[config.mk]
export PLATFORM = sky130hd
export DESIGN_NAME = pe_array
export DESIGN_NICKNAME = d
export VERILOG_FILES = /design/src/verilog/l3c_pkg.sv /design/src/verilog/pe_array.sv
export SDC_FILE = /design/constraint.sdc
export NUM_CORES = 2
export LEC_CHECK = 0
export BUFFER_PORTS_ARGS = -buffer_cell sky130_fd_sc_hd__buf_2
export CAP_MARGIN = 20
export CORE_MARGIN = 2
export CORE_UTILIZATION = 60
export CTS_CLUSTER_SIZE = 28
export DETAILED_ROUTE_END_ITERATION = 10
export PLACE_DENSITY = 0.79
export SKIP_LAST_GASP = 1
export SYNTH_ARGS = -nofsm -noshare
export SYNTH_HDL_FRONTEND = slang
export SYNTH_SLANG_ARGS = --single-unit
[constraint.sdc]
create_clock -name clk -period 0.8 [get_ports clk]
set_input_delay 0.04 -clock clk [delete_from_list [all_inputs] [get_ports clk]]
set_output_delay 0.04 -clock clk [all_outputs]
set_load 0.005 [all_outputs]
[src/verilog/l3c_pkg.sv]
package l3c_pkg;

    localparam int GLB_AW  = 10;
    localparam int WORD_W  = 32;
    localparam int CNT_W   = 8;
    localparam int SCALE_W = 16;

    typedef logic [WORD_W-1:0]  word_t;      // glb, fifo and product data
    typedef logic [GLB_AW-1:0]  glb_addr_t;  // glb word address
    typedef logic [CNT_W-1:0]   cnt_t;       // words per lane
    typedef logic [SCALE_W-1:0] scale_t;     // pe multiplier

    // job level control
    typedef enum logic [1:0] {
        IDLE,
        RUN,
        DRAIN
    } ctrl_state_e;

    // lane regions sit back to back, lane l starts l*len words past base
    function automatic glb_addr_t lane_region(
        glb_addr_t   base,
        int unsigned lane,
        cnt_t        len
    );
        return base + glb_addr_t'(lane) * glb_addr_t'(len);
    endfunction

endpackage

[src/verilog/pe_array.sv]
`timescale 1ns/100ps

module pe_array import l3c_pkg::*; #(
    parameter int NUM_LANES = 4
) (
    input  logic   clk,
    input  logic   arst_n_i,
    input  logic   move_i,
    input  scale_t scale_i,
    input  word_t  ifmap_data_i [NUM_LANES],
    output logic   opsum_push_o,
    output word_t  opsum_data_o [NUM_LANES]
);

    logic push_q;

    // all lanes step together on move
    always_ff @(posedge clk) begin
        if (move_i) begin
            for (int l = 0; l < NUM_LANES; l++) begin
                opsum_data_o[l] <= ifmap_data_i[l] * word_t'(scale_i);  // low 32 bits
            end
        end
    end

    always_ff @(posedge clk or negedge arst_n_i) begin
        if (!arst_n_i) begin
            push_q <= 1'b0;
        end else begin
            push_q <= move_i;
        end
    end

    assign opsum_push_o = push_q;

endmodule

==> results.tsv <==
metric	value	unit
Worst setup SP type	input port	
CP Cell Sequence	buf_12, buf_6, buf_12, buf_4, nand2_1, fa_1, inv_1, fa_1, fa_2, fa_1, fa_1, inv_2, fa_1, inv_2, ha_4, a21o_1, a21o_1, a21o_1, nor3_4, a21oi_4, a211o_1, a21oi_2, xnor2_1	
Syn-to-layout area delta	28.5	%
Placer Congestion	0.944	
drt drc	0	
via count	43000	
DIE AREA	0.0849	sq mm
Hold Slack	0.0264	ns
maxcap violations	0	
Worst-path clk slew	0.08	ns
Top FF cell, synth	edfxtp_1	
Post-synth EDFFs	128	
# rows	105	
synthesized area	0.0496	sq mm
nature of the critical path endpoint	flop	
warnings from Yosys	0	
Crit Path Class	input port to flop	
status	finished, violations left	
initial antenna violation count	22	
via/cell ratio	5.70	
CTS tree	done	
CP arrival	5.68	ns
first-pass GRT wire length	243	mm
Netlist cell types	71	
register area share after synthesis	7.80	%
RSZ-0062 raised after global routing	true	
Req. time, crit path	1.08	ns
antenna-violating nets left	0	
slowest CP cell	fa_2	
critical path buffer and inverter count	7	
number of global-route vias before repair	46300	
post-synthesis instance total	5495	
GRT Util Overall	37.2	%
Hold Violations, Final	0	
DP Wirelength	116	mm
Hold Path Class	input port to flop	
initial core utilization	60.5	%
Sink Count	129	
share of layout cells above drive strength 1	26.8	%
Final min period	5.40	ns
Die W	291	um
CTS root buf	clkbuf_16	
Detailed Routing Iterations Pass 1	7	
critical path's most frequent cell	fa_1	
port bufs	275	
CTS Buf Count	17	
number of synthesized register bits	129	
worst slew pin tran	0.561	ns
final setup vio count	365	
CP max FO	5	
Max-Slew Margin vs Limit	62.4	%
largest net degree at the start of global routing	34	
htree depth	4	
DR iter-0 viols	4320	
max-slew violations	0	
Mapped Nets	7118	
delay of the slowest critical-path stage	0.66	ns
Overflow after GRT	0	
Final nets	8065	
failing checks	negative setup slack	
Die H	291	um
post-DR wirelength/cell	22.1	um
maximum clock path buffer count	2	
Ports	276	
core area	0.0820	sq mm
Peak Freq	185	MHz
async set-reset flop share out of synthesis	0.775	%
Post-Route WL	166	mm
crit-path leading delay family	adder cells	
final worst setup slack	-4.60	ns
mean post-synth cell area	9.02	sq um
Final Cycle Share	675	%
## stage by stage
step	area [sq um]	utilization (%)	setup slack (ns)	cells	setup TNS, ns
after global placement	58000	70.7	-5.13	7311	-506.57
after global routing	63700	77.7	-4.69	7528	-524.75
final	63700	77.7	-4.60	7536	-504.36
after detailed placement	58000	70.7	-5.27	7311	-517.22
after floorplan	50400	-	-4.70	5495	-452.28
after CTS	61600	75.2	-4.39	7471	-500.54
## cell type report
cell class	count	area (sq um)
inverters	1357	5090
clock buffers	17	425
multi-input cells	3737	42100
repair buffers	1200	10700
clock inverters	15	149
diodes	11	27.5
well taps	1070	1340
flip-flops and latches	129	3870
fillers	4781	18300
## timing repair
item	4_1_cts	5_1_grt
buffers inserted	109	54
endpoints found under the hold margin	6	0
hold buffers	3	0
pin swaps	195	363
cloned	21	14
setup endpoints to repair	251	365
resized for setup	397	361
## placed cells by master (no fill, tap or decap), types with 75 or more instances in the layout
| cell | count |
|---|---|
| buf_2 | 237 |
| buf_12 | 75 |
| xnor2_1 | 149 |
| buf_4 | 726 |
| buf_6 | 85 |
| nand2_1 | 1009 |
| edfxtp_1 | 128 |
| inv_1 | 1283 |
| ha_1 | 193 |
| and2_1 | 516 |
| fa_1 | 1149 |
## flip-flops by register name, summed over array words and instances (netlist names)
name,cells
opsum_push_o,1
opsum_data_o,128
## metal layers
| layer | global-route usage (%) | share of wire, % |
|---|---|---|
| met1 | 45.0 | 33 |
| met2 | 61.5 | 47 |
| met3 | 8.61 | 12 |
| met4 | 21.3 | 7.7 |
| met5 | 0 | 0.14 |
## final timing paths
check	slack (ns)	end	depth (start not counted)	from
max	-4.60	opsum_data_o[30]	23	scale_i[10]
min in group asynchronous	0.33	opsum_push_o	3	arst_n_i
min	0.03	opsum_data_o[26]	2	move_i
max in group asynchronous	0.37	opsum_push_o	3	arst_n_i
## synthesized netlist by cell type (all sizes together), types with 22 or more instances
master     n  area (sq um)
inv     1357          5090
fa      1216         24300
nand2   1046          3930
and2     570          3570
clkbuf   267          1000
ha       260          3250
xnor2    162          1420
edfxtp   128          3840
a21oi     90           454
nor2      54           205
o21ai     47           235
xor2      47           412
a21o      40           300
nor3      22           110
## cells by family (layout without fill, tap and decap cells)
group / Yosys count / in the layout / synth area share [%]
AO/OA/AOI/OAI: 280 / 280 / 3.70
AND/OR/NAND/NOR: 1771 / 1771 / 16.8
flip-flops: 129 / 129 / 7.80
buffers and inverters: 1629 / 2589 / 12.3
other: 0 / 11 / 0
XOR/XNOR: 209 / 209 / 3.69
multiplexers: 1 / 1 / 0.0202
adder cells (fa/ha/maj): 1476 / 1476 / 55.7
Power is left out: the tool's default activity adds up to more than one toggle a clock period on the data nets, which glitch-free logic cannot reach.
