**config.mk**
```make
export PLATFORM = sky130hd
export DESIGN_NAME = l3c_fifo_ctrl
export DESIGN_NICKNAME = d
export VERILOG_FILES = /design/src/verilog/l3c_pkg.sv /design/src/verilog/l3c_fifo_ctrl.sv
export SDC_FILE = /design/constraint.sdc
export NUM_CORES = 1
export LEC_CHECK = 0
export CAP_MARGIN = 40
export CELL_PAD_IN_SITES_DETAIL_PLACEMENT = 2
export CELL_PAD_IN_SITES_GLOBAL_PLACEMENT = 2
export CORE_MARGIN = 2
export CORE_UTILIZATION = 40
export DETAILED_ROUTE_END_ITERATION = 7
export DONT_BUFFER_PORTS = 1
export MAX_ROUTING_LAYER = met4
export PLACE_DENSITY_LB_ADDON = 0.1
export SLEW_MARGIN = 20
export SYNTH_ARGS = -nofsm -noshare
export SYNTH_HDL_FRONTEND = slang
export SYNTH_SLANG_ARGS = --single-unit
```
**constraint.sdc**
```tcl
create_clock -name clk -period 4.4 [get_ports clk]
set_input_delay 0.22 -clock clk [delete_from_list [all_inputs] [get_ports clk]]
set_output_delay 0.22 -clock clk [all_outputs]
set_load 0.01 [all_outputs]
```
**src/verilog/l3c_pkg.sv**
```systemverilog
package l3c_pkg;

    localparam int GLB_AW  = 10;
    localparam int WORD_W  = 32;
    localparam int CNT_W   = 8;
    localparam int SCALE_W = 16;

    typedef logic [WORD_W-1:0]  word_t;      // glb, fifo and product data
    typedef logic [GLB_AW-1:0]  glb_addr_t;  // glb word address
    typedef logic [CNT_W-1:0]   cnt_t;       // words per lane
    typedef logic [SCALE_W-1:0] scale_t;     // pe multiplier

    // job level control
    typedef enum logic [1:0] {
        IDLE,
        RUN,
        DRAIN
    } ctrl_state_e;

    // lane regions sit back to back, lane l starts l*len words past base
    function automatic glb_addr_t lane_region(
        glb_addr_t   base,
        int unsigned lane,
        cnt_t        len
    );
        return base + glb_addr_t'(lane) * glb_addr_t'(len);
    endfunction

endpackage

```
**src/verilog/l3c_fifo_ctrl.sv**
```systemverilog
`timescale 1ns/100ps

module l3c_fifo_ctrl import l3c_pkg::*; #(
    parameter int NUM_LANES = 4
) (
    input  logic                 clk,
    input  logic                 arst_n_i,
    input  logic                 start_i,
    input  cnt_t                 len_i,
    input  logic [NUM_LANES-1:0] ifmap_empty_i,
    input  logic [NUM_LANES-1:0] opsum_afull_i,
    input  logic [NUM_LANES-1:0] lane_done_i,
    output logic                 job_start_o,
    output logic                 move_o,
    output logic                 busy_o,
    output logic                 done_o
);

    ctrl_state_e state_q;
    cnt_t        len_q;
    cnt_t        move_cnt_q;
    logic        job_start_q;
    logic        done_q;
    logic        lanes_ready;

    // every ifmap fifo has a word and every opsum fifo has room for one more
    assign lanes_ready = !(|ifmap_empty_i) && !(|opsum_afull_i);
    assign move_o      = (state_q == RUN) && (move_cnt_q != len_q) && lanes_ready;
    assign busy_o      = (state_q != IDLE);
    assign job_start_o = job_start_q;
    assign done_o      = done_q;

    always_ff @(posedge clk or negedge arst_n_i) begin
        if (!arst_n_i) begin
            state_q     <= IDLE;
            len_q       <= '0;
            move_cnt_q  <= '0;
            job_start_q <= 1'b0;
            done_q      <= 1'b0;
        end else begin
            job_start_q <= 1'b0;
            done_q      <= 1'b0;
            case (state_q)
                IDLE: begin
                    if (start_i) begin
                        state_q     <= RUN;
                        len_q       <= len_i;
                        move_cnt_q  <= '0;
                        job_start_q <= 1'b1;   // lanes latch their regions
                    end
                end
                RUN: begin
                    if (move_o) begin
                        move_cnt_q <= move_cnt_q + 1'b1;
                    end
                    if (move_cnt_q == len_q) begin
                        state_q <= DRAIN;
                    end
                end
                DRAIN: begin
                    // last products still on their way to the glb
                    if (&lane_done_i) begin
                        state_q <= IDLE;
                        done_q  <= 1'b1;
                    end
                end
                default: state_q <= IDLE;
            endcase
        end
    end

    a_move_needs_data: assert property (@(posedge clk) disable iff (!arst_n_i)
        move_o |-> !(|ifmap_empty_i));

endmodule

```
==> summary.md <==
| Metric | Value |
|---|---|
| Ys Warns | `0` |
| GRT Overall Usage | `0.1779` |
| Wire length per cell | `17.68 um` |
| Die Area | `2972 um2` |
| ANT cells | `0` |
| Setup Buffers After CTS | `0` |
| Reg2Reg Setup Slack | `2.34 ns` |
| TritonCTS clock tree | `yes` |
| Min-Delay Path Class | `input pin to register` |
| Port buffer count | `0` |
| Worst Hold End | `len_q[1]` |
| Clock transition at path regs | `between 0.1 and 0.15 ns` |
| Yosys cell types | `32` |
| Finished Core Util | `0.4455` |
| NetSw | `0.1676 mW` |
| Reg2Reg Depth | `6` |
| Die width | `about 55 um` |
| Clk buf depth | `2` |
| Final Setup Violations | `0` |
| Most common cell after layout, fill and taps aside | `dfrtp_1` |
| Final nets | `122` |
| Row count | `18` |
| Syn avg cell area | `10.86 um2` |
| Crit path max-delay family | `simple AND/OR/NAND/NOR gates` |
| Post-synthesis cell count | `94` |
| Worst skew pair latency | `about 0.29 ns` |
| Num CTS Buffers | `3` |
| Die height | `54.52 um` |
| First-pass GRT wire length | `3574 um` |
| Seq pwr share | `0.535` |
| RSZ-0062 raised after global routing | `no` |
| Worst-margin pin slew | `0.4656 ns` |
| Reg-to-reg startpoint | `move_cnt_q[0]` |
| Final Slew Violations | `0` |
| Clock sinks | `20` |
| Period utilisation layout | `0.4691` |
| Core area | `2455 um2` |
| Area occupied by multi-input gates | `~470 um2` |
| Crit path arrival time | `around 2.3 ns` |
| Fillers | `~270` |
| DRT iter0 DRCs | `4` |
| Clock Tree Root | `clkbuf_4` |
| Status | `finished clean` |
| Slew HR | `0.6885` |
| Final Hold Fails | `0` |
| Routed Antenna Nets | `0` |
| CP max stage delay | `0.45 ns` |
| Number of global-route vias before repair | `775` |
| Clock power frac | `0.170` |
| Synthesis-stage register bit count | `20` |
| Post-Syn Area | `1021 um2` |
| Max Cap Violations | `0` |
| Most frequent cells in the layout | `dfrtp_1, xor2_1, mux2_2` |
| Fmax | `0.4845 GHz` |
| Vias | `703` |
| WP buf/inv | `1` |
| Hpwl dp | `around 1800 um` |
| Cell leakage power | `0.4940 nW` |
| Pint | `0.3405 mW` |
| Pwr/cell area | `464.6 nW/um2` |
| GP Congestion | `0.7847` |
| # IOs | `27` |
| Via/cell ratio | `5.579` |
| Post-synthesis sequential area ratio | `0.4902` |
| GR Overflow Total | `0` |
| Layout cells sized above 1 | `0.1771` |
| WHS Path Cells | `1` |
| Critical Path RT | `4.59 ns` |
| HP Start | `len_i[1]` |
| Worst vdd rail ir drop | `0.2280 mV` |
| DR pass1 iterations | `2` |
| Initial antenna violation count | `0` |
| CTS H-tree lvls | `1` |
| DRC violations left | `0` |
| Crit-path cells | `xor2_1 -> nor4_4 -> a21oi_1 -> buf_4 -> or2_0 -> a32o_1` |
| Routed WL | `2228 um` |
| Largest net degree at the start of global routing | `21` |
| Crit Path Category | `register to register` |
| Crit Path Max Fanout | `9` |
| Synth Net Count | `118` |
| Starting density of the core | `0.4159` |
| Critical path endpoint category | `register` |
| R2r endpoint | `move_cnt_q[3]` |
| Setup_tns | `0 ns` |
| Comb pwr share | `0.295` |
| Area taken by flip-flops and latches | `500.5 um2` |
| Synth-to-layout area growth | `7.108%` |
| Crit-path slowest cell | `dfrtp_1` |
| Sw Share | `0.3298` |
| Worst clock skew | `approximately 0.0027 ns` |
| Fin crit period | `roughly 2.1 ns` |
| CP Launch Type | `register` |
## power by group through the flow
stage | sequential (mW) | combinational (mW) | clock [mW]
after floorplan | 0.265 | 0.126 | 0
after global placement | 0.275 | 0.138 | 0
after detailed placement | 0.279 | 0.148 | 0
after CTS | 0.274 | 0.153 | 0.0918
after global routing | 0.281 | 0.165 | 0.0988
final | 0.272 | 0.150 | 0.0866
## kinds of logic (layout without fill, tap and decap cells)
family                   count (synthesis)  after routing  share of synthesized area
adder cells (fa/ha/maj)                  1              1                    0.01225
multiplexers                             9              9                    0.09804
flip-flops                              20             20                     0.4902
buffers and inverters                   10             12                    0.04902
XOR/XNOR                                 8              8                    0.06863
AO/OA/AOI/OAI                           18             18                     0.1164
AND/OR/NAND/NOR                         28             28                     0.1654
## synth_stat cells
master | number | area, um2
dfrtp_1 | 20 | 500.5
mux2_2 | 8 | 90.09
xor2_1 | 8 | 70.07
o21ai_0 | 6 | 30.03
inv_1 | 5 | 18.77
nand2_1 | 5 | 18.77
buf_2 | 4 | 20.02
nand3_1 | 4 | 20.02
nor2_1 | 4 | 15.01
a31oi_1 | 3 | 18.77
nand2b_1 | 3 | 18.77
a21o_1 | 2 | 15.01
and3_1 | 2 | 12.51
nor4_1 | 2 | 12.51
a21oi_1 | 1 | 5.000
a22oi_1 | 1 | 7.510
a32o_1 | 1 | 10.01
a41oi_1 | 1 | 8.760
buf_6 | 1 | 11.26
ha_1 | 1 | 12.51
mux2i_1 | 1 | 10.01
nand4_1 | 1 | 6.260
nor2b_1 | 1 | 6.260
nor3_1 | 1 | 5.000
nor3b_1 | 1 | 7.510
nor4_2 | 1 | 12.51
nor4_4 | 1 | 21.27
o2111ai_1 | 1 | 8.760
o22ai_1 | 1 | 6.260
o2bb2ai_1 | 1 | 8.760
or2_0 | 1 | 6.260
or2_2 | 1 | 6.260
## registers in the layout, summed over array words and instances, names as in the netlist
register     cells
state_q          2
done_o           1
move_cnt_q       8
len_q            8
job_start_o      1
## per-stage QoR
step | total power [mW] | instance area (um2) | std cells | worst slack, ns | hold slack (ns)
floorplan | 0.3909 | 1021 | 94 | 2.752 | -0.07559
global placement | 0.4123 | 1027 | 119 | 2.171 | -0.07487
detailed placement | 0.4268 | 1046 | 121 | 2.331 | -0.07515
CTS | 0.5191 | 1079 | 125 | 2.315 | 0.05497
global route | 0.5449 | 1094 | 126 | 2.180 | 0.04785
finish | 0.5081 | 1094 | 126 | 2.336 | 0.06833
## how the worst max path moves through the flow
stage	startpoint	endpoint	slack [ns]	cells after the start
after CTS	move_cnt_q[0]	move_cnt_q[3]	2.32	6
after detailed placement	move_cnt_q[0]	move_cnt_q[3]	2.33	6
after global routing	state_q[0]	move_cnt_q[3]	2.18	6
after global placement	move_cnt_q[2]	move_cnt_q[3]	2.17	5
after floorplan	move_cnt_q[3]	move_cnt_q[3]	2.75	7
final	move_cnt_q[0]	move_cnt_q[3]	2.34	6
## repair_timing
item                      in CTS  in global routing
gates resized for setup        0                  0
hold buffers                   1                  0
hold endpoints to repair      20                  0
## layer usage
metal / vias up / global-route usage / part of all wire
li1: 336 / - / -
met2: 13 / 0.3052 / 0.54
met3: 2 / 0.02459 / 0.031
met1: 352 / 0.2126 / 0.43
met4: 0 / 0.06250 / 0.0067
met5: - / - / 0
## cell type report
type,count,share of cell area
Sequential cell,20,0.4577
Inverter,5,0.01716
Timing Repair Buffer,4,0.04005
Multi-Input combinational cell,64,0.4302
Clock buffer,3,0.02059
Tap cell,30,0.03432
Power figures use the tool's default switching activity.
