==> src/verilog/l3c_pkg.sv <==
package l3c_pkg;

    localparam int GLB_AW  = 10;
    localparam int WORD_W  = 32;
    localparam int CNT_W   = 8;
    localparam int SCALE_W = 16;

    typedef logic [WORD_W-1:0]  word_t;      // glb, fifo and product data
    typedef logic [GLB_AW-1:0]  glb_addr_t;  // glb word address
    typedef logic [CNT_W-1:0]   cnt_t;       // words per lane
    typedef logic [SCALE_W-1:0] scale_t;     // pe multiplier

    // job level control
    typedef enum logic [1:0] {
        IDLE,
        RUN,
        DRAIN
    } ctrl_state_e;

    // lane regions sit back to back, lane l starts l*len words past base
    function automatic glb_addr_t lane_region(
        glb_addr_t   base,
        int unsigned lane,
        cnt_t        len
    );
        return base + glb_addr_t'(lane) * glb_addr_t'(len);
    endfunction

endpackage

==> src/verilog/glb_wb_if.sv <==
`timescale 1ns/100ps

interface glb_wb_if import l3c_pkg::*; ();

    logic      cyc;
    logic      stb;
    logic      we;
    glb_addr_t adr;
    word_t     dat_w;
    word_t     dat_r;   // valid with ack
    logic      ack;     // single cycle

    // lane controllers
    modport master (
        output cyc, stb, we, adr, dat_w,
        input  dat_r, ack
    );

    // glb arbiter side
    modport slave (
        input  cyc, stb, we, adr, dat_w,
        output dat_r, ack
    );

endinterface

==> src/verilog/opsum_lane_ctrl.sv <==
`timescale 1ns/100ps

module opsum_lane_ctrl import l3c_pkg::*; #(
    parameter int LANE_IDX = 0
) (
    input  logic      clk,
    input  logic      arst_n_i,
    input  logic      job_start_i,
    input  glb_addr_t opsum_base_i,
    input  cnt_t      len_i,
    input  logic      fifo_empty_i,
    input  word_t     fifo_rdata_i,
    output logic      fifo_pop_o,
    output logic      lane_done_o,
    glb_wb_if.master  bus
);

    glb_addr_t addr_q;
    cnt_t      remain_q;
    logic      req_q;
    logic      done_q;

    assign bus.cyc   = req_q;
    assign bus.stb   = req_q;
    assign bus.we    = 1'b1;
    assign bus.adr   = addr_q;
    assign bus.dat_w = fifo_rdata_i;  // head stays put until our pop

    assign fifo_pop_o  = req_q & bus.ack;
    assign lane_done_o = done_q;

    always_ff @(posedge clk) begin
        if (job_start_i) begin
            addr_q <= lane_region(opsum_base_i, LANE_IDX, len_i);
        end else if (req_q && bus.ack) begin
            addr_q <= addr_q + 1'b1;
        end
    end

    always_ff @(posedge clk or negedge arst_n_i) begin
        if (!arst_n_i) begin
            req_q    <= 1'b0;
            remain_q <= '0;
            done_q   <= 1'b0;
        end else if (job_start_i) begin
            req_q    <= 1'b0;
            remain_q <= len_i;
            done_q   <= (len_i == '0);  // empty job
        end else if (req_q) begin
            if (bus.ack) begin
                req_q    <= 1'b0;
                remain_q <= remain_q - 1'b1;
                if (remain_q == cnt_t'(1)) begin
                    done_q <= 1'b1;   // last word written
                end
            end
        end else if ((remain_q != '0) && !fifo_empty_i) begin
            req_q <= 1'b1;
        end
    end

endmodule

==> src/flat_wrapper.sv <==
// flat-port wrapper written by rule: the top's interface ports become plain ports
module opsum_lane_ctrl_flat import l3c_pkg::*;
#(
    parameter int LANE_IDX = 0
)
  (clk, arst_n_i, job_start_i, opsum_base_i, len_i, fifo_empty_i, fifo_rdata_i, fifo_pop_o, lane_done_o, bus_cyc, bus_stb, bus_we, bus_adr, bus_dat_w, bus_dat_r, bus_ack);
  glb_wb_if bus_i ();
  input  logic clk;
  input  logic arst_n_i;
  input  logic job_start_i;
  input  glb_addr_t opsum_base_i;
  input  cnt_t len_i;
  input  logic fifo_empty_i;
  input  word_t fifo_rdata_i;
  output logic fifo_pop_o;
  output logic lane_done_o;
  output wire logic [$bits(bus_i.cyc)-1:0] bus_cyc;
  output wire logic [$bits(bus_i.stb)-1:0] bus_stb;
  output wire logic [$bits(bus_i.we)-1:0] bus_we;
  output wire logic [$bits(bus_i.adr)-1:0] bus_adr;
  output wire logic [$bits(bus_i.dat_w)-1:0] bus_dat_w;
  input wire logic [$bits(bus_i.dat_r)-1:0] bus_dat_r;
  input wire logic [$bits(bus_i.ack)-1:0] bus_ack;
  assign bus_cyc = bus_i.cyc;
  assign bus_stb = bus_i.stb;
  assign bus_we = bus_i.we;
  assign bus_adr = bus_i.adr;
  assign bus_dat_w = bus_i.dat_w;
  assign bus_i.dat_r = bus_dat_r;
  assign bus_i.ack = bus_ack;
  opsum_lane_ctrl #(.LANE_IDX(LANE_IDX)) u_core (.clk(clk), .arst_n_i(arst_n_i), .job_start_i(job_start_i), .opsum_base_i(opsum_base_i), .len_i(len_i), .fifo_empty_i(fifo_empty_i), .fifo_rdata_i(fifo_rdata_i), .fifo_pop_o(fifo_pop_o), .lane_done_o(lane_done_o), .bus(bus_i));
endmodule
==> config.mk <==
export PLATFORM = sky130hd
export DESIGN_NAME = opsum_lane_ctrl_flat
export DESIGN_NICKNAME = d
export VERILOG_FILES = /design/src/verilog/l3c_pkg.sv /design/src/verilog/glb_wb_if.sv /design/src/verilog/opsum_lane_ctrl.sv /design/src/flat_wrapper.sv
export SDC_FILE = /design/constraint.sdc
export NUM_CORES = 1
export LEC_CHECK = 0
export BUFFER_PORTS_ARGS = -buffer_cell sky130_fd_sc_hd__buf_4
export CORE_ASPECT_RATIO = 0.9
export CORE_MARGIN = 5
export CORE_UTILIZATION = 25
export CTS_CLUSTER_SIZE = 24
export DETAILED_ROUTE_END_ITERATION = 8
export HOLD_SLACK_MARGIN = 0.1
export PLACE_DENSITY = 0.72
export SKIP_LAST_GASP = 1
export SYNTH_ARGS = -nofsm -noshare
export SYNTH_HDL_FRONTEND = slang
export SYNTH_SLANG_ARGS = --single-unit
==> constraint.sdc <==
create_clock -name clk -period 1.5 [get_ports clk]
set_input_delay 0.075 -clock clk [delete_from_list [all_inputs] [get_ports clk]]
set_output_delay 0.075 -clock clk [all_outputs]
set_load 0.02 [all_outputs]
==> summary.txt <==
Floorplan
  • Die Ht: 81.28 um
  • Die footprint: 7250 sq um
  • I/O pins: 134
  • Core Box Area: 5595 sq um
  • Row count: 26
  • Die width: 89.20 um
  • Initial Util: 25.22%

Cells and area
  • Design area: 1892 sq um
  • Fill cell count: 572
  • Nets: 280
  • FF/Latch Area: 551.8 sq um
  • Diodes inserted: 0
  • Layout cells sized above 1: 40.43%
  • Multi-input logic area: 648.1 sq um
  • P&R area growth vs syn: 34.04%
  • Post-Route Utilization: 33.81%

Global route
  • Met3 Use GR: 1.217%
  • GR Util met2: 16.20%
  • Total GRT Usage: 9.559%
  • Global-route wire length before repair: 5492 um
  • Grt peak-use layer: met2
  • Number of global-route vias before repair: 1192
  • Largest net degree at the start of global routing: 23
  • Antenna violations before repair: 0
  • Routing usage on met1: 12.19%
  • Grt total ovfl: 0

Placement
  • Post-Place Cell Area: 1628 sq um
  • GP Congestion: 0.7917
  • IO Port Bufs: 36
  • Dpl ws: -180.9 ps
  • HPWL after DPL: 2557 um

Drt
  • Vias per cell: 4.806
  • Avg WL per Cell: 13.69 um
  • Final wirelength: 3531 um
  • DR pass1 iterations: 5
  • Initial drt markers: 87
  • Routed vias: 1240
  • DRC viols: 0
  • Post-route antenna net violation count: 0

Timing
  • RSZ-0062 raised after global routing: true
  • Setup ws final: -158.7 ps
  • Setup TNS: -260.5 ps
  • Slew Limit Fails: 0
  • Final period util: 110.6%
  • Final setup violation count: 4
  • Fmax: 0.6029 GHz
  • Max-slew headroom: 65.44%
  • Fin crit period: 1659 ps
  • Fin. Hold Viols: 0
  • Worst slew pin tran: 517.9 ps
  • Layout Skew: 4.975 ps

Pwr
  • Leakage power: 0.7640 nW
  • Sw frac: 29.98%
  • PD cells: 803.4 nW/um^2
  • Clk network pwr share: 23.7%
  • Logic gate share of total power: 30.4%
  • Internal power: 1.064 mW
  • Max IR drop VDD: 312.7 uV
  • Seq pwr share: 45.8%
  • Sw Pwr: 0.4556 mW

Setup path
  • Top cell by count, worst path: or4_4
  • FF-to-FF End: u_core.remain_q[7]$_DFFE_PN0P_
  • CP cell instances: or4_4 -> or4_4 -> a31oi_1
  • CP Launch Type: flip-flop
  • Critical Path Max Stage Delay: 550 ps
  • Worst-case reg-to-reg path depth: 3
  • Reg2reg setup slack: -160 ps
  • Crit end category: flip-flop
  • Reg-to-Reg Start: u_core.remain_q[3]$_DFFE_PN0P_
  • CP Max Fanout: 4
  • Slowest-stage cell, CP: or4_4
  • Crit. Startpoint: u_core.remain_q[3]$_DFFE_PN0P_
  • CP Data Required Time: 1680 ps
  • Crit path to: u_core.remain_q[7]$_DFFE_PN0P_
  • Critical path class: reg -> reg
  • Critical Path AT: 1840 ps

Clock network
  • Skew-Pair Late Insertion Delay: 260 ps
  • CTS H-Tree Depth: 1
  • Clk sinks: 20
  • Clock Path Buffers: 2
  • CTS tree: done
  • Total CTS buffers: 3
  • Worst-path clk slew: 80 ps
  • Root Driver: clkbuf_8

Run
  • MaxCap Viol Count: 0

Synth
  • Yosys cell types: 29
  • Yosys top cell area share: 21.28%
  • Ys Warns: 0
  • Mapped Area: 1411 sq um
  • Synth area leaders: edfxtp_1, buf_4, dfrtp_1
  • Syn_area_per_cell: 9.165 sq um
  • Async SR Flop Fraction: 50.00%
  • Top-count cell post-synth: buf_4
  • Top FF cell, synth: edfxtp_1
  • Post-synth top area cell: edfxtp_1
  • Most frequent cells after synthesis: buf_4, nand2_1, nand3_1, dfrtp_1, edfxtp_1
  • Number of enable flip-flop cells after synthesis: 10
  • Number of storage elements in the synthesis netlist: 20
  • Syn Inst Count: 154
  • Syn_nets: 245
  • Seq/Total Area, Yosys: 39.01%

Worst hold path
  • Worst min path class: in -> reg

Status
  • Failing checks: negative setup slack
  • Status: finished, violations left
-- layout make-up --
cell class	count	share of cell area [%]
multi-input cells	92	34.26
inverters	4	0.7937
repair buffers	68	28.77
clock buffers	3	2.183
well taps	70	4.630
clock inverters	1	0.1984
flip-flops and latches	20	29.17
-- worst min-delay path by stage --
stage | startpoint | endpoint | slack [ps] | depth (start not counted)
floorplan | arst_n_i | u_core.bus.cyc$_DFF_PN0_ | -220 | 0
CTS | opsum_base_i[3] | u_core.bus.adr[3]$_DFFE_PP_ | 100 | 3
detailed placement | arst_n_i | u_core.remain_q[3]$_DFFE_PN0P_ | -80 | 1
global placement | arst_n_i | u_core.remain_q[3]$_DFFE_PN0P_ | -90 | 1
finish | opsum_base_i[3] | u_core.bus.adr[3]$_DFFE_PP_ | 100 | 3
global route | opsum_base_i[1] | u_core.bus.adr[1]$_DFFE_PP_ | 110 | 2
-- placed cells by master (no fill, tap or decap), types with 3 or more instances in the layout --
cell,count
nand3_1,10
o21ai_0,6
edfxtp_1,10
dfrtp_1,9
buf_4,55
xor2_1,3
or4_1,8
nor2_1,6
o211ai_1,6
or4_4,3
dlygate4sd3_1,12
a31oi_1,4
o31ai_1,4
inv_1,3
clkbuf_8,3
nand2_1,16
-- routing by layer --
metal / vias up / part of all wire (%)
met3: 6 / 6.0
met5: - / 0
li1: 594 / -
met2: 38 / 51
met1: 602 / 41
met4: 0 / 1.9
-- flip-flops by register name (all words and copies together), names as in the netlist --
register            flops
u_core.bus.adr         10
u_core.remain_q         8
u_core.bus.cyc          1
u_core.lane_done_o      1
-- power by group through the flow --
stage               Combinational, mW  Sequential (mW)  Clock, mW
floorplan                       0.271            0.747          0
global placement                0.389            0.700          0
detailed placement              0.396            0.704          0
CTS                             0.444            0.693      0.375
global route                    0.508            0.705      0.402
finish                          0.463            0.697      0.360
-- through the flow --
stage / cells / power (mW) / hold slack [ps]
detailed placement: 237 / 1.100 / -81.14
global route: 258 / 1.615 / 108.0
finish: 258 / 1.520 / 103.7
global placement: 237 / 1.089 / -88.60
CTS: 258 / 1.513 / 104.4
floorplan: 154 / 1.018 / -220.6
-- cell families (layout without fill, tap and decap cells) --
family / Yosys count / after routing / synth area share, %
buf+inv: 42 / 76 / 20.21
fa+ha+maj: 4 / 4 / 3.546
flops: 20 / 20 / 39.01
compound gates: 25 / 25 / 11.26
xor+xnor: 5 / 5 / 3.103
simple gates: 56 / 56 / 21.81
other cells: 1 / 1 / 0.2657
mux: 1 / 1 / 0.7978
-- timing repair --
action,in CTS,in global routing
hold endpoints to repair,21,0
gates resized for setup,4,9
endpoints found under the setup margin,5,8
hold buffers,12,0
setup buffers,5,0
cloned,0,0
pin swaps,5,4
-- critical path, delay by kind of cell (launching register included) --
| family | cells | cell delay [ps] |
|---|---|---|
| AOI/OAI and AO/OA | 1 | 160 |
| DFF | 1 | 390 |
| and+or+nand+nor | 2 | 1030 |
Note: power is estimated with default switching activity, not from simulation.
