--- config.mk ---
export PLATFORM = sky130hd
export DESIGN_NAME = lane_fifo
export DESIGN_NICKNAME = d
export VERILOG_FILES = /design/src/verilog/l3c_pkg.sv /design/src/verilog/lane_fifo.sv
export SDC_FILE = /design/constraint.sdc
export NUM_CORES = 1
export LEC_CHECK = 0
export ABC_AREA = 1
export BUFFER_PORTS_ARGS = -buffer_cell sky130_fd_sc_hd__buf_2
export CORE_UTILIZATION = 45
export CTS_BUF_LIST = sky130_fd_sc_hd__clkbuf_2 sky130_fd_sc_hd__clkbuf_4 sky130_fd_sc_hd__clkbuf_8
export DETAILED_ROUTE_END_ITERATION = 16
export SKIP_CTS_REPAIR_TIMING = 1
export SLEW_MARGIN = 20
export SYNTH_ARGS = -nofsm -noshare
export SYNTH_HDL_FRONTEND = slang
export SYNTH_SLANG_ARGS = --single-unit
--- constraint.sdc ---
create_clock -name clk -period 2.1 [get_ports clk]
set_input_delay 0.42 -clock clk [delete_from_list [all_inputs] [get_ports clk]]
set_output_delay 0.42 -clock clk [all_outputs]
set_load 0.02 [all_outputs]
--- src/verilog/l3c_pkg.sv ---
package l3c_pkg;

    localparam int GLB_AW  = 10;
    localparam int WORD_W  = 32;
    localparam int CNT_W   = 8;
    localparam int SCALE_W = 16;

    typedef logic [WORD_W-1:0]  word_t;      // glb, fifo and product data
    typedef logic [GLB_AW-1:0]  glb_addr_t;  // glb word address
    typedef logic [CNT_W-1:0]   cnt_t;       // words per lane
    typedef logic [SCALE_W-1:0] scale_t;     // pe multiplier

    // job level control
    typedef enum logic [1:0] {
        IDLE,
        RUN,
        DRAIN
    } ctrl_state_e;

    // lane regions sit back to back, lane l starts l*len words past base
    function automatic glb_addr_t lane_region(
        glb_addr_t   base,
        int unsigned lane,
        cnt_t        len
    );
        return base + glb_addr_t'(lane) * glb_addr_t'(len);
    endfunction

endpackage

--- src/verilog/lane_fifo.sv ---
`timescale 1ns/100ps

module lane_fifo import l3c_pkg::*; #(
    parameter int FIFO_DEPTH = 4
) (
    input  logic  clk,
    input  logic  arst_n_i,
    input  logic  push_i,
    input  word_t wdata_i,
    input  logic  pop_i,
    output word_t rdata_o,
    output logic  empty_o,
    output logic  afull_o
);

    localparam int PW = (FIFO_DEPTH > 1) ? $clog2(FIFO_DEPTH) : 1;
    localparam int CW = $clog2(FIFO_DEPTH + 1);

    word_t         mem [FIFO_DEPTH];
    logic [PW-1:0] wr_ptr_q;
    logic [PW-1:0] rd_ptr_q;
    logic [CW-1:0] cnt_q;

    function automatic logic [PW-1:0] ptr_inc(logic [PW-1:0] ptr);
        return (ptr == PW'(FIFO_DEPTH - 1)) ? '0 : ptr + 1'b1;
    endfunction

    assign rdata_o = mem[rd_ptr_q];  // head shows without pop
    assign empty_o = (cnt_q == '0);
    assign afull_o = (cnt_q >= CW'(FIFO_DEPTH - 1));  // one slot left

    always_ff @(posedge clk) begin
        if (push_i) begin
            mem[wr_ptr_q] <= wdata_i;
        end
    end

    always_ff @(posedge clk or negedge arst_n_i) begin
        if (!arst_n_i) begin
            wr_ptr_q <= '0;
            rd_ptr_q <= '0;
            cnt_q    <= '0;
        end else begin
            if (push_i) begin
                wr_ptr_q <= ptr_inc(wr_ptr_q);
            end
            if (pop_i) begin
                rd_ptr_q <= ptr_inc(rd_ptr_q);
            end
            case ({push_i, pop_i})
                2'b10:   cnt_q <= cnt_q + 1'b1;
                2'b01:   cnt_q <= cnt_q - 1'b1;
                default: cnt_q <= cnt_q;  // both or neither
            endcase
        end
    end

    a_no_pop_empty: assert property (@(posedge clk) disable iff (!arst_n_i)
        pop_i |-> !empty_o);
    a_no_push_full: assert property (@(posedge clk) disable iff (!arst_n_i)
        push_i |-> (cnt_q != CW'(FIFO_DEPTH)));

endmodule

==> results of run 1 <==
[metal layers]
metal | share of wire, % | GRT usage (%) | wire length [µm]
met3 | 4.8 | 5.838 | 528
met5 | 0 | 0 | 0
met4 | 0.97 | 6.930 | 107
met2 | 52 | 27.81 | 5700
met1 | 42 | 18.31 | 4651
[flip-flops by register name, indices dropped and copies added (netlist names)]
| register | count |
|---|---|
| rd_ptr_q | 2 |
| wr_ptr_q | 2 |
| mem | 128 |
| cnt_q | 3 |
[through the flow]
stage	worst slack, ps	area (µm²)
4_1_cts	-77.37	6445
2_1_floorplan	355.7	5568
6_report	40.36	6623
3_3_place_gp	452.4	6003
5_1_grt	-49.66	6620
3_5_place_dp	399.2	6003
[worst max-delay path, stage by stage, from the launching register on]
cell and delay [ps]:
dfrtp_2 430, clkinv_4 140, buf_6 210, o211ai_1 200, nand2_1 70, buf_2 160
[path summary, 6_finish.rpt]
check                                  from  slack (ps)     endpoint
worst min register to register     cnt_q[2]         500     cnt_q[2]
max in group asynchronous          arst_n_i        1570  rd_ptr_q[0]
worst min-delay path            wdata_i[10]         200   mem[1][10]
worst max-delay path            rd_ptr_q[0]          40  rdata_o[23]
worst max register to register  wr_ptr_q[0]         710   mem[0][12]
min in group asynchronous          arst_n_i         350     cnt_q[2]
[cell families after synthesis]
| group | after synthesis | share of synthesized area, % |
|---|---|---|
| adders and majority gates | 7 | 1.708 |
| DFF | 135 | 72.18 |
| buffers and inverters | 101 | 9.011 |
| AOI/OAI and AO/OA | 70 | 9.169 |
| xor gates and xnor gates | 1 | 0.1573 |
| and+or+nand+nor | 114 | 7.775 |
[placed cells by master, fill, tap and decap left out, types with 3 or more instances in the layout]
master / count
clkinvlp_4: 3
ha_1: 6
buf_2: 69
nand2_1: 109
clkinv_1: 3
clkinv_2: 4
clkbuf_16: 3
inv_1: 78
edfxtp_1: 128
dfrtp_1: 6
buf_6: 6
o21ai_0: 6
clkbuf_8: 17
o211ai_1: 64
buf_4: 10
bufinv_16: 5
[area by class of cell]
type,count,area share [%]
Tap cell,147,2.777
Sequential cell,135,60.70
Clock inverter,15,3.136
Inverter,79,4.553
Timing Repair inverter,1,0.07557
Antenna cell,1,0.03779
Timing Repair Buffer,91,9.371
Multi-Input combinational cell,192,15.81
Clock buffer,17,3.533
[report_power, final]
group          switching (mW)  leakage, nW  internal, mW
Combinational            2.19         1.31          1.13
Clock                   0.946        0.214          1.40
Sequential              0.136         1.26          3.46
Total                    3.27         2.78          5.99
==> impl_metrics.csv, run 1 <==
group,metric,value,unit
synth,yosysTopAreaCell,"edfxtp_1",
clock_tree,root_buffer,"clkbuf_8",
setup_path,startpoint_type,"flip-flop",
clock_tree,htree_levels,4,
setup_path,arrival,1640,ps
place,portBuffers,69,
setup_path,worst_ep_required_time,1680,ps
final_layout,multi_input_area,0.001047,mm²
sta,finalHoldViolCount,0,
sta,min_period_over_period,98.08,%
grt,grt_first_pass_wirelength,15350,µm
final_layout,nets,560,
run_status,status,"finished clean",
place,dp_cells,635,
sta,setup_violations,0,
final_layout,fin_util,55.14,%
drt,drtIter0Drc,180,
floorplanning,initial_core_util,46.35,%
drt,ant_nets,0,
grt,grt-ovfl-total,0,
job,drv_cap,0,
clock_tree,clkLatencyLatePin,420,ps
drt,vias_per_cell,4.954,
clock_tree,cts_buffers,17,
clock_tree,cts_tree,"done",
synth,synth.most_common_cell,"edfxtp_1",
grt,grt_usage,16.22,%
synth,synthArstFlopShare,5.185,%
sta,finalMaxSlewViolations,0,
clock_tree,clock_sinks,135,
synth,syn_nets,471,
sta,holdWs,201.1,ps
synth,synth_top_area_share,69.03,%
synth,syn_area,0.005568,mm²
synth,ys.flop_type,"edfxtp_1",
min_path,min_path_cells,1,
min_path,hp-class,"input port to flip-flop",
grt,grt_max_degree,97,
place,gp_congestion,0.7347,
synth,synth_area_leaders,"edfxtp_1 69%, o211ai_1 8.6%, nand2_1 7.3%",
grt,grt_pass1_vias,3226,
synth,synth_cell_types,19,
synth,synth_edf_count,128,
sta,slew_headroom,78.85,%
setup_path,cp_max_fo,24,
synth,yosysSeqAreaShare,72.18,%
final_layout,drive_above_1_share,23.02,%
setup_path,end_kind,"output pin",
setup_path,reg2reg_depth,5,
sta,finalSetupTns,0,ps
power_and_ir_drop,power.total,9.264,mW
synth,yosys_warnings,0,
sta,worst_slew_pin_slew,317.3,ps
clock_tree,clkSlewWorstSetupHoldPaths,80,ps
power_and_ir_drop,power_leakage,2.784,nW
sta,fin_crit,2060,ps
final_layout,syn2layout_area_growth,18.94,%
drt,vias,3359,
drt,drc,0,
synth,synth-seq-cells,135,
final_layout,ff_latch_area,0.004020,mm²
synth,syn_avg_cell_area,13.01,µm²
final_layout,n_fill_cell,999,
floorplanning,std_cell_rows,40,
floorplanning,die_h,113.2,µm
drt,firstDrtPassIters,4,
sta,skew,5.316,ps
synth,synth_commonest_cells,"128 x edfxtp_1, 109 x nand2_1, 78 x inv_1, 64 x o211ai_1, 15 x buf_6",
grt,antenna_found_initial,0,
final_layout,layout.cells.non_filler,678,
place,dp_hpwl,5844,µm
floorplanning,ios,70,
sta,timing.fmax,0.4855,GHz
floorplanning,core,0.01201,mm²
drt,wl,10990,µm
sta,grt_setup_unrepaired,"true",
drt,wire_per_inst,16.21,µm
setup_path,crit_type,"flip-flop to output pin",
floorplanning,die_w,113.2,µm
floorplanning,die-area,0.01282,mm²
power_and_ir_drop,cellPowerDensity,1399,mW/mm²
power_and_ir_drop,peakVddDrop,0.0009566,V
synth,postSynthCellCount,428,
clock_tree,clk_path_buf_depth,2,
No activity file was read; power rests on OpenSTA's default activity.
==> inputs of run 2 (changes only) <==
--- a/config.mk
+++ b/config.mk
@@ -6,7 +6,9 @@
 export NUM_CORES = 1
 export LEC_CHECK = 0
 export ABC_AREA = 1
+export ABC_CLOCK_PERIOD_IN_PS = 2300
 export BUFFER_PORTS_ARGS = -buffer_cell sky130_fd_sc_hd__buf_2
+export CAP_MARGIN = 20
 export CORE_UTILIZATION = 45
 export CTS_BUF_LIST = sky130_fd_sc_hd__clkbuf_2 sky130_fd_sc_hd__clkbuf_4 sky130_fd_sc_hd__clkbuf_8
 export DETAILED_ROUTE_END_ITERATION = 16
==> constraint.sdc (replaced) <==
create_clock -name clk -period 2.3 [get_ports clk]
set_input_delay 0.46 -clock clk [delete_from_list [all_inputs] [get_ports clk]]
set_output_delay 0.46 -clock clk [all_outputs]
set_load 0.02 [all_outputs]
==> impl_metrics.csv, run 2 (synthesis results as in run 1) <==
group,metric,value,unit
clock_tree,clkLatencyLatePin,430,ps
clock_tree,clkSlewWorstSetupHoldPaths,70,ps
final_layout,largest_reg_flops,128,
clock_tree,clk_path_buf_depth,2,
drt,wire_per_inst,14.49,µm
final_layout,reg_top3,"mem x128, cnt_q x3",
sta,fin_crit,2170,ps
place,dp_cells,635,
power_and_ir_drop,power_leakage,2.688,nW
setup_path,end_kind,"output pin",
sta,fin_ws,130.4,ps
setup_path,cp_max_fo,96,
min_path,hp-class,"input port to flip-flop",
grt,grt_pass1_vias,3061,
sta,finalHoldViolCount,0,
grt,antenna_found_initial,0,
floorplanning,die_h,113.2,µm
floorplanning,die-area,0.01282,mm²
sta,finalMaxSlewViolations,0,
setup_path,reg2reg_depth,5,
final_layout,drive_above_1_share,22.26,%
final_layout,fin_util,53.24,%
sta,setup_violations,0,
floorplanning,initial_core_util,46.35,%
clock_tree,cts_buffers,17,
grt,grt_max_degree,97,
job,drv_cap,0,
drt,vias,3260,
clock_tree,cts_tree,"done",
place,dp_hpwl,5910,µm
final_layout,diodes,0,
run_status,status,"finished clean",
drt,drtIter0Drc,161,
sta,timing.fmax,0.4609,GHz
setup_path,r2r_start,"wr_ptr_q[0]",
final_layout,syn2layout_area_growth,14.85,%
setup_path,arrival,1710,ps
min_path,whs_endpoint,"mem[2][26]",
final_layout,largest_register,"mem",
setup_path,r2r-end,"mem[2][16]",
place,post-place-ws,546.3,ps
setup_path,crit_type,"flip-flop to output pin",
drt,ant_nets,0,
sta,skew,5.696,ps
final_layout,n_fill_cell,1021,
sta,grt_setup_unrepaired,"true",
clock_tree,clock_sinks,135,
final_layout,mostFrequentLayoutCells,"128 x edfxtp_1, 106 x nand2_1, 78 x inv_1",
sta,finalSetupTns,0,ps
grt,grt_first_pass_wirelength,15100,µm
grt,grt-ovfl-total,0,
drt,firstDrtPassIters,4,
min_path,min_from,"wdata_i[26]",
clock_tree,root_buffer,"clkbuf_8",
setup_path,rrSetupSlack,910,ps
sta,min_period_over_period,94.33,%
final_layout,final_common_cell,"edfxtp_1",
power_and_ir_drop,peakVddDrop,0.0007037,V
min_path,min_path_cells,1,
place,portBuffers,69,
final_layout,nets,551,
grt,grt_usage,16.20,%
drt,wl,9682,µm
sta,slew_headroom,71.48,%
final_layout,layout.cells.non_filler,668,
floorplanning,std_cell_rows,40,
clock_tree,htree_levels,4,
floorplanning,die_w,113.2,µm
setup_path,worst_ep_required_time,1840,ps
power_and_ir_drop,power.total,7.781,mW
drt,drc,0,
floorplanning,ios,70,
floorplanning,core,0.01201,mm²
sta,worst_slew_pin_slew,427.8,ps
setup_path,startpoint_type,"flip-flop",
power_and_ir_drop,cellPowerDensity,1217,mW/mm²
drt,vias_per_cell,4.880,
place,gp_congestion,0.7193,
[run 2: layer usage]
metal / wire length [µm] / part of all wire, % / GRT usage (%)
met4: 130 / 1.3 / 7.632
met2: 4821 / 50 / 26.95
met3: 522 / 5.4 / 5.785
met5: 0 / 0 / 0
met1: 4207 / 43 / 18.76
[run 2: critical path, stage by stage (launching register included)]
cell and delay, ps:
dfrtp_1 410, clkinv_2 90, buf_16 280, nand2_1 100, o211ai_1 100, nand2_1 70, buf_2 160
[run 2: layout make-up]
type | count | area [µm²] | area share [%]
Multi-Input combinational cell | 192 | 1055 | 16.49
Timing Repair Buffer | 83 | 473.0 | 7.396
Tap cell | 147 | 183.9 | 2.876
Clock buffer | 20 | 256.5 | 4.011
Clock inverter | 12 | 110.1 | 1.722
Sequential cell | 135 | 4019 | 62.84
Inverter | 79 | 297.8 | 4.657
[run 2: power breakdown]
group / internal [mW] / switching (mW) / leakage (nW)
Combinational: 0.858 / 1.85 / 1.23
Sequential: 3.16 / 0.119 / 1.26
Clock: 0.975 / 0.823 / 0.195
[run 2: how the worst max path moves through the flow]
stage / start / to / slack [ps]
final: rd_ptr_q[0] / rdata_o[22] / 130
after global routing: rd_ptr_q[0] / rdata_o[12] / -10
after CTS: rd_ptr_q[0] / rdata_o[12] / 60
after detailed placement: rd_ptr_q[0] / rdata_o[12] / 550
after global placement: rd_ptr_q[0] / rdata_o[6] / 610
after floorplan: push_i / mem[0][0] / 520
[run 2: through the flow]
step | hold WS (ps) | area (µm²)
2_1_floorplan | 164.4 | 5568
4_1_cts | -170.7 | 6370
3_5_place_dp | 306.6 | 6003
3_3_place_gp | 306.3 | 6003
6_report | 241.8 | 6395
5_1_grt | 202.8 | 6395
